**config.mk**
```make
export PLATFORM = sky130hd
export DESIGN_NAME = frontend_top
export DESIGN_NICKNAME = d
export VERILOG_FILES = /design/src/verilog/fe_pkg.sv /design/src/verilog/frontend_top.sv /design/src/verilog/inst_decoder.sv /design/src/verilog/skid_regs.sv /design/src/verilog/skid_ctrl.sv /design/src/verilog/inst_mem.sv /design/src/verilog/pc_counter.sv
export SDC_FILE = /design/constraint.sdc
export NUM_CORES = 2
export LEC_CHECK = 0
export BUFFER_PORTS_ARGS = -buffer_cell sky130_fd_sc_hd__buf_2
export CAP_MARGIN = 30
export CORE_ASPECT_RATIO = 1.75
export CORE_MARGIN = 4
export CORE_UTILIZATION = 56
export DETAILED_ROUTE_END_ITERATION = 12
export HOLD_SLACK_MARGIN = 0.02
export PLACE_DENSITY = 0.83
export SYNTH_ARGS = -nofsm -noshare
export SYNTH_HDL_FRONTEND = slang
export SYNTH_SLANG_ARGS = --single-unit
```
**constraint.sdc**
```tcl
create_clock -name clk -period 4.47 [get_ports clk]
set_clock_uncertainty 0.1 [all_clocks]
set_input_delay 0.894 -clock clk [delete_from_list [all_inputs] [get_ports clk]]
set_output_delay 0.894 -clock clk [all_outputs]
set_load 0.05 [all_outputs]
```
**src/verilog/fe_pkg.sv**
```systemverilog
`default_nettype none

package fe_pkg;

    // byte address of an instruction
    typedef logic [31:0] inst_addr_t;
    // raw instruction word
    typedef logic [31:0] inst_data_t;
    // register index x0..x31
    typedef logic [4:0]  reg_idx_t;
    // sign-extended immediate
    typedef logic [31:0] imm_t;

    // pc and instruction as fetched, 64 bits
    typedef struct packed {
        inst_addr_t pc;
        inst_data_t inst;
    } fetch_bundle_t;

    // decoded instruction fields, 96 bits
    typedef struct packed {
        inst_addr_t pc;
        logic [6:0] opcode;
        reg_idx_t   rd;
        logic [2:0] funct3;
        reg_idx_t   rs1;
        reg_idx_t   rs2;
        logic [6:0] funct7;
        imm_t       imm;
    } decode_bundle_t;

    // skid register occupancy
    // only the output reg, or both regs, can hold data
    typedef enum logic [1:0] {
        SKID_EMPTY = 2'd0,
        SKID_BUSY  = 2'd1,
        SKID_FULL  = 2'd2
    } skid_state_e;

    // first fetch address
    localparam inst_addr_t CPU_RESET_ADDR = 32'h0000_0000;
    // addi x0,x0,0
    localparam inst_data_t INST_NOP = 32'h0000_0013;

endpackage

`default_nettype wire
```
**src/verilog/frontend_top.sv**
```systemverilog
`timescale 1ns/100ps
`default_nettype none

module frontend_top #(
    parameter int MEM_DEPTH = 64
) (
    input  logic                         clk,
    input  logic                         rst_n,

    // fetch control
    input  logic                         i_run,
    input  logic                         i_redirect,
    input  fe_pkg::inst_addr_t           i_redirect_pc,

    // memory load port
    input  logic                         i_mem_we,
    input  logic [$clog2(MEM_DEPTH)-1:0] i_mem_waddr,
    input  fe_pkg::inst_data_t           i_mem_wdata,

    output logic                         o_fetch_ready,

    // decode output
    output logic                         o_dec_valid,
    input  logic                         i_dec_ready,
    output fe_pkg::decode_bundle_t       o_dec
);

    fe_pkg::inst_addr_t    pc;
    fe_pkg::inst_data_t    inst;
    fe_pkg::fetch_bundle_t fetch_bundle;
    fe_pkg::fetch_bundle_t skid_bundle;

    logic fetch_valid;
    logic skid_ready;
    logic skid_valid;
    logic insert;
    logic dec_ready;
    logic out_wren;
    logic buf_wren;
    logic use_buf;

    // fetch runs whenever enabled
    assign fetch_valid   = i_run;
    assign insert        = fetch_valid && skid_ready;
    assign o_fetch_ready = skid_ready;

    // pc paired with the word it reads
    always_comb begin
        fetch_bundle.pc   = pc;
        fetch_bundle.inst = inst;
    end

    pc_counter pc_counter0 (
        .clk           (clk),
        .rst_n         (rst_n),
        .i_advance     (insert),
        .i_redirect    (i_redirect),
        .i_redirect_pc (i_redirect_pc),
        .o_pc          (pc)
    );

    inst_mem #(
        .MEM_DEPTH (MEM_DEPTH)
    ) inst_mem0 (
        .clk     (clk),
        .i_we    (i_mem_we),
        .i_waddr (i_mem_waddr),
        .i_wdata (i_mem_wdata),
        .i_pc    (pc),
        .o_inst  (inst)
    );

    skid_ctrl skid_ctrl0 (
        .clk        (clk),
        .rst_n      (rst_n),
        .i_valid    (fetch_valid),
        .o_ready    (skid_ready),
        .o_valid    (skid_valid),
        .i_ready    (dec_ready),
        .o_out_wren (out_wren),
        .o_buf_wren (buf_wren),
        .o_use_buf  (use_buf)
    );

    skid_regs skid_regs0 (
        .clk        (clk),
        .rst_n      (rst_n),
        .i_out_wren (out_wren),
        .i_buf_wren (buf_wren),
        .i_use_buf  (use_buf),
        .i_data     (fetch_bundle),
        .o_data     (skid_bundle)
    );

    inst_decoder inst_decoder0 (
        .clk     (clk),
        .rst_n   (rst_n),
        .i_valid (skid_valid),
        .o_ready (dec_ready),
        .i_fetch (skid_bundle),
        .o_valid (o_dec_valid),
        .i_ready (i_dec_ready),
        .o_dec   (o_dec)
    );

endmodule

`default_nettype wire

```
**src/verilog/inst_decoder.sv**
```systemverilog
`timescale 1ns/100ps
`default_nettype none

module inst_decoder (
    input  logic                   clk,
    input  logic                   rst_n,

    // from skid register
    input  logic                   i_valid,
    output logic                   o_ready,
    input  fe_pkg::fetch_bundle_t  i_fetch,

    // to downstream
    output logic                   o_valid,
    input  logic                   i_ready,
    output fe_pkg::decode_bundle_t o_dec
);

    // rv32i base opcodes
    localparam logic [6:0] OP_LOAD   = 7'b0000011;
    localparam logic [6:0] OP_IMM    = 7'b0010011;
    localparam logic [6:0] OP_JALR   = 7'b1100111;
    localparam logic [6:0] OP_STORE  = 7'b0100011;
    localparam logic [6:0] OP_BRANCH = 7'b1100011;
    localparam logic [6:0] OP_LUI    = 7'b0110111;
    localparam logic [6:0] OP_AUIPC  = 7'b0010111;
    localparam logic [6:0] OP_JAL    = 7'b1101111;

    fe_pkg::decode_bundle_t dec;
    logic                   take;

    // immediate by instruction format
    function automatic fe_pkg::imm_t build_imm(input fe_pkg::inst_data_t inst);
        fe_pkg::imm_t imm;
        case (inst[6:0])
            OP_LOAD, OP_IMM, OP_JALR: begin
                imm = {{20{inst[31]}}, inst[31:20]};
            end
            OP_STORE: begin
                imm = {{20{inst[31]}}, inst[31:25], inst[11:7]};
            end
            OP_BRANCH: begin
                imm = {{19{inst[31]}}, inst[31], inst[7], inst[30:25], inst[11:8], 1'b0};
            end
            OP_LUI, OP_AUIPC: begin
                // upper 20 bits, low 12 zero
                imm = {inst[31:12], 12'h000};
            end
            OP_JAL: begin
                imm = {{11{inst[31]}}, inst[31], inst[19:12], inst[20], inst[30:21], 1'b0};
            end
            default: begin
                imm = '0;
            end
        endcase
        return imm;
    endfunction

    // fixed field positions
    always_comb begin
        dec.pc     = i_fetch.pc;
        dec.opcode = i_fetch.inst[6:0];
        dec.rd     = i_fetch.inst[11:7];
        dec.funct3 = i_fetch.inst[14:12];
        dec.rs1    = i_fetch.inst[19:15];
        dec.rs2    = i_fetch.inst[24:20];
        dec.funct7 = i_fetch.inst[31:25];
        dec.imm    = build_imm(i_fetch.inst);
    end

    // free slot, or current item leaves this cycle
    assign o_ready = !o_valid || i_ready;
    assign take    = i_valid && o_ready;

    always_ff @(posedge clk) begin
        if (!rst_n) begin
            o_valid <= 1'b0;
        end
        else if (o_ready) begin
            o_valid <= i_valid;
        end
    end

    // output held while stalled
    always_ff @(posedge clk) begin
        if (take) begin
            o_dec <= dec;
        end
    end

endmodule

`default_nettype wire

```
**src/verilog/skid_regs.sv**
```systemverilog
`timescale 1ns/100ps
`default_nettype none

module skid_regs (
    input  logic                  clk,
    input  logic                  rst_n,

    // enables from skid_ctrl
    input  logic                  i_out_wren,
    input  logic                  i_buf_wren,
    input  logic                  i_use_buf,

    input  fe_pkg::fetch_bundle_t i_data,
    output fe_pkg::fetch_bundle_t o_data
);

    fe_pkg::fetch_bundle_t buf_q;
    fe_pkg::fetch_bundle_t out_q;
    fe_pkg::fetch_bundle_t sel;
    fe_pkg::fetch_bundle_t nop_bundle;

    // reset contents, a nop at the reset address
    always_comb begin
        nop_bundle.pc   = fe_pkg::CPU_RESET_ADDR;
        nop_bundle.inst = fe_pkg::INST_NOP;
    end

    // buffer reg, written on fill
    always_ff @(posedge clk) begin
        if (!rst_n) begin
            buf_q <= nop_bundle;
        end
        else if (i_buf_wren) begin
            buf_q <= i_data;
        end
    end

    // bypass select, buffer only on flush
    assign sel = i_use_buf ? buf_q : i_data;

    // output reg
    always_ff @(posedge clk) begin
        if (!rst_n) begin
            out_q <= nop_bundle;
        end
        else if (i_out_wren) begin
            out_q <= sel;
        end
    end

    assign o_data = out_q;

endmodule

`default_nettype wire

```
**src/verilog/skid_ctrl.sv**
```systemverilog
`timescale 1ns/100ps
`default_nettype none

module skid_ctrl (
    input  logic clk,
    input  logic rst_n,

    // upstream handshake
    input  logic i_valid,
    output logic o_ready,

    // downstream handshake
    output logic o_valid,
    input  logic i_ready,

    // enables for skid_regs
    output logic o_out_wren,
    output logic o_buf_wren,
    output logic o_use_buf
);

    fe_pkg::skid_state_e state;
    fe_pkg::skid_state_e state_next;

    logic insert;
    logic remove;

    logic load;
    logic flow;
    logic fill;
    logic flush;
    logic unload;

    // transfers on each side
    assign insert = i_valid && o_ready;
    assign remove = o_valid && i_ready;

    // empty datapath takes new item into output reg
    assign load   = (state == fe_pkg::SKID_EMPTY) && insert && !remove;
    // new item replaces the one leaving
    assign flow   = (state == fe_pkg::SKID_BUSY) && insert && remove;
    // output stalled, park new item in buffer
    assign fill   = (state == fe_pkg::SKID_BUSY) && insert && !remove;
    // buffer moves to output, nothing new
    assign flush  = (state == fe_pkg::SKID_FULL) && !insert && remove;
    // last item leaves
    assign unload = (state == fe_pkg::SKID_BUSY) && !insert && remove;

    always_comb begin
        state_next = state;
        if (load || flow || flush) begin
            state_next = fe_pkg::SKID_BUSY;
        end
        else if (fill) begin
            state_next = fe_pkg::SKID_FULL;
        end
        else if (unload) begin
            state_next = fe_pkg::SKID_EMPTY;
        end
    end

    always_ff @(posedge clk) begin
        if (!rst_n) begin
            state <= fe_pkg::SKID_EMPTY;
        end
        else begin
            state <= state_next;
        end
    end

    // ready and valid registered from next state
    always_ff @(posedge clk) begin
        if (!rst_n) begin
            o_ready <= 1'b1;
            o_valid <= 1'b0;
        end
        else begin
            // drop ready only once the buffer is taken
            o_ready <= (state_next != fe_pkg::SKID_FULL);
            o_valid <= (state_next != fe_pkg::SKID_EMPTY);
        end
    end

    // datapath enables
    assign o_out_wren = load || flow || flush;
    assign o_buf_wren = fill;
    assign o_use_buf  = flush;

endmodule

`default_nettype wire

```
**src/verilog/inst_mem.sv**
```systemverilog
`timescale 1ns/100ps
`default_nettype none

module inst_mem #(
    parameter int MEM_DEPTH = 64
) (
    input  logic                         clk,

    // load port, word addressed
    input  logic                         i_we,
    input  logic [$clog2(MEM_DEPTH)-1:0] i_waddr,
    input  fe_pkg::inst_data_t           i_wdata,

    // fetch port, byte addressed
    input  fe_pkg::inst_addr_t           i_pc,
    output fe_pkg::inst_data_t           o_inst
);

    localparam int IDX_W = $clog2(MEM_DEPTH);

    fe_pkg::inst_data_t mem [MEM_DEPTH];
    logic [IDX_W-1:0]   ridx;

    // write lands on the edge, seen by the read a cycle later
    always_ff @(posedge clk) begin
        if (i_we) begin
            mem[i_waddr] <= i_wdata;
        end
    end

    // drop the byte offset, wrap modulo depth
    assign ridx = i_pc[IDX_W+1:2];

    // async read at current pc
    assign o_inst = mem[ridx];

endmodule

`default_nettype wire

```
**src/verilog/pc_counter.sv**
```systemverilog
`timescale 1ns/100ps
`default_nettype none

module pc_counter (
    input  logic               clk,
    input  logic               rst_n,

    // insert accepted by the skid register
    input  logic               i_advance,

    // branch/jump target from outside
    input  logic               i_redirect,
    input  fe_pkg::inst_addr_t i_redirect_pc,

    output fe_pkg::inst_addr_t o_pc
);

    fe_pkg::inst_addr_t pc;
    fe_pkg::inst_addr_t pc_next;

    // redirect wins over advance
    always_comb begin
        pc_next = pc;
        if (i_redirect) begin
            pc_next = i_redirect_pc;
        end
        else if (i_advance) begin
            // next sequential word
            pc_next = pc + 32'd4;
        end
    end

    always_ff @(posedge clk) begin
        if (!rst_n) begin
            pc <= fe_pkg::CPU_RESET_ADDR;
        end
        else begin
            pc <= pc_next;
        end
    end

    assign o_pc = pc;

endmodule

`default_nettype wire

```
==> metrics.txt <==
status finished clean; Setup WS post-layout 0.557 ns; GRT overflow 0; P_int 34.1 mW; Die ar. 0.166 mm^2; crit path DAT ~4.5 ns; Num CTS Buffers 186; synthesized area per cell 17.4 um^2; Total Power 44.3 mW; most frequent cells in the layout edfxtp_1 (2144), mux2i_1 (784), nand2_1 (274), nor2_1 (201), o22ai_1 (197); register bit total from synthesis 2315; TNS Setup 0 ns; Starting Density 56.4%; async set or reset register ratio after synthesis 0%; number of synthesized flops with an enable pin between 2000 and 2500; share of total power in sequential cells 55.2%; RD Place Congestion 0.916; Mapped Area 0.0893 mm^2; placed cell area around 0.094 mm^2; final setup fails 0; Final Max Tran Viols 0; Worst VDD drop 0.316 mV; largest net degree at the start of global routing 96; Max Fanout on Critical Path 25; routed vias/inst 6.67; Worst-Skew Late Latency 0.85 ns; wire per inst 30.9 um; PortBufs around 170; R2R cell count 7; power share of the combinational group 8.2%; CTS root buffer clkbuf_16; post-CTS resize count 0; Worst-path clk slew 0.07 ns; clk sinks 2315; switch share 23.1%; crit path time final 3.91 ns; Final Instance Area 0.0997 mm^2; Layout Area Growth over Synthesis 11.6%; flop-to-flop setup slack 0.56 ns; slew at the pin closest to its max-slew limit 1.02 ns; Total GRT Usage 27.9%; Post-CTS Hold Fix Bufs 0; final net count 5472; Period Utilization, post-route 87.5%; DRC 0; CP endpoint kind register; Required @ worst endpoint 5.03 ns; vias in the first global route between 50000 and 60000; total vias in the final route 50600; initial detailed-routing violation count 7430; row cnt between 150 and 200; post-synthesis instance total around 5100; postcts setup bufs 0; Die H 536 um; Max Buffers Root-to-Sink 4; Reg-to-Reg End skid_regs0.o_data[27]; Power Dens Cells 445 mW/mm^2; Die W 310 um; I/O Pins 174; Routed WL 234000 um; Yosys cell types 71; first drt pass iteration count 6; Fmax ~0.26 GHz; post-route ant nets 0; slew margin rel. 31.9%; critical path endpoint skid_regs0.o_data[27]; max cap viols 0; worst min path class input pin to register; Core ar. 0.158 mm^2; share of cells above drive strength 1 16.3%; CTS tree built; worst slack at placement approximately 0.77 ns; DP HPWL 141000 um; final core occ a little over three fifths; P_sw 10.2 mW; Clock Power Share 36.6%; Worst Path Class, Setup register to register; commonest non-fill, non-tap cell in the layout edfxtp_1; initial antenna violation count 14; sequential share of the synthesized area 75.9%; startpoint type of the worst setup path register; H-tree levels 4; Hold Vio Cnt, Final 0; Yosys warning count 0; first-pass GRT wire length 338000 um; ys flop type edfxtp_1; RSZ-0062 raised after global routing false; Leak Pwr 31.7 nW; Syn Nets 5205
[routing by layer]
layer | wire length [um] | global-route usage, % | part of all wire (%)
met5 | 41 | 0 | 0.018
met4 | 18000 | 18.4 | 7.7
met3 | 24400 | 5.31 | 10
met2 | 117000 | 47.2 | 50
met1 | 74400 | 32.4 | 32
[area by class of cell]
| class | instances | area [um^2] |
|---|---|---|
| multi-input combinational | 2497 | 20400 |
| sequential | 2315 | 67800 |
| clock inverter | 97 | 977 |
| antenna | 7 | 17.5 |
| inverter | 11 | 43.8 |
| timing repair buffer | 384 | 2970 |
| clock buffer | 230 | 4880 |
| fill | 9985 | 58500 |
| tap | 2047 | 2560 |
[power groups by stage]
stage	clock, mW	combinational [mW]	sequential (mW)
global placement	0	3.40	24.9
floorplan	0	1.73	25.4
CTS	16.3	3.57	24.5
finish	16.2	3.64	24.5
global route	17.2	3.80	24.5
detailed placement	0	3.53	24.9
[logic make-up (layout without fill, tap and decap cells)]
group	Yosys count	count (layout)	share of synthesized area (%)
flip-flops	2315	2315	75.9
multiplexers	925	925	12.1
AND/OR/NAND/NOR	850	850	4.42
AO/OA/AOI/OAI	692	692	5.40
buffers and inverters	316	722	1.86
XOR/XNOR	29	29	0.284
adder cells (fa/ha/maj)	1	1	0.0140
other	0	7	0
[flip-flops by register name, indices dropped and copies added, names as in the netlist, named ones only]
name	cells
inst_mem0.mem	2048
skid_ctrl0.state	2
pc_counter0.o_pc	32
skid_regs0.buf_q	64
skid_ctrl0.o_valid	1
inst_decoder0.o_valid	1
skid_regs0.o_data	64
skid_ctrl0.o_ready	1
inst_decoder0.o_dec	96
[critical path, stage by stage, from the launching register on]
cell and delay, ns:
dfxtp_4 0.76, or4b_2 0.67, buf_4 0.35, o22ai_1 0.11, nor4_1 0.77, nand4_1 0.44
o41ai_2 0.30, o22ai_1 0.18
[worst min path at each step]
stage | from | endpoint | slack, ns | depth (start not counted)
2_1_floorplan | skid_regs0.o_data[3] | inst_decoder0.o_dec[60] | 0.31 | 0
3_3_place_gp | skid_regs0.o_data[42] | inst_decoder0.o_dec[74] | 0.32 | 0
3_5_place_dp | skid_regs0.o_data[56] | inst_decoder0.o_dec[88] | 0.32 | 0
4_1_cts | i_redirect_pc[9] | pc_counter0.o_pc[9] | 0.21 | 3
5_1_grt | i_redirect_pc[11] | pc_counter0.o_pc[11] | 0.22 | 3
6_report | i_redirect_pc[12] | pc_counter0.o_pc[12] | 0.22 | 3
[metrics by stage]
| step | instances | hold WS (ns) |
|---|---|---|
| floorplan | 5128 | 0.306 |
| global placement | 7236 | 0.315 |
| detailed placement | 7250 | 0.321 |
| CTS | 7577 | 0.215 |
| global route | 7583 | 0.224 |
| finish | 7588 | 0.222 |
[cell usage after synthesis, drive strengths merged (111+ instances only)]
library cell | instances | area (um^2)
nand3 | 111 | 561
a21oi | 120 | 601
mux4 | 118 | 2680
mux2i | 784 | 7850
nor2 | 265 | 997
a22oi | 173 | 1300
nand2 | 274 | 1030
edfxtp | 2144 | 64400
o22ai | 197 | 1230
dfxtp | 171 | 3420
clkbuf | 134 | 507
buf | 171 | 1110
Power figures use the tool's default switching activity.
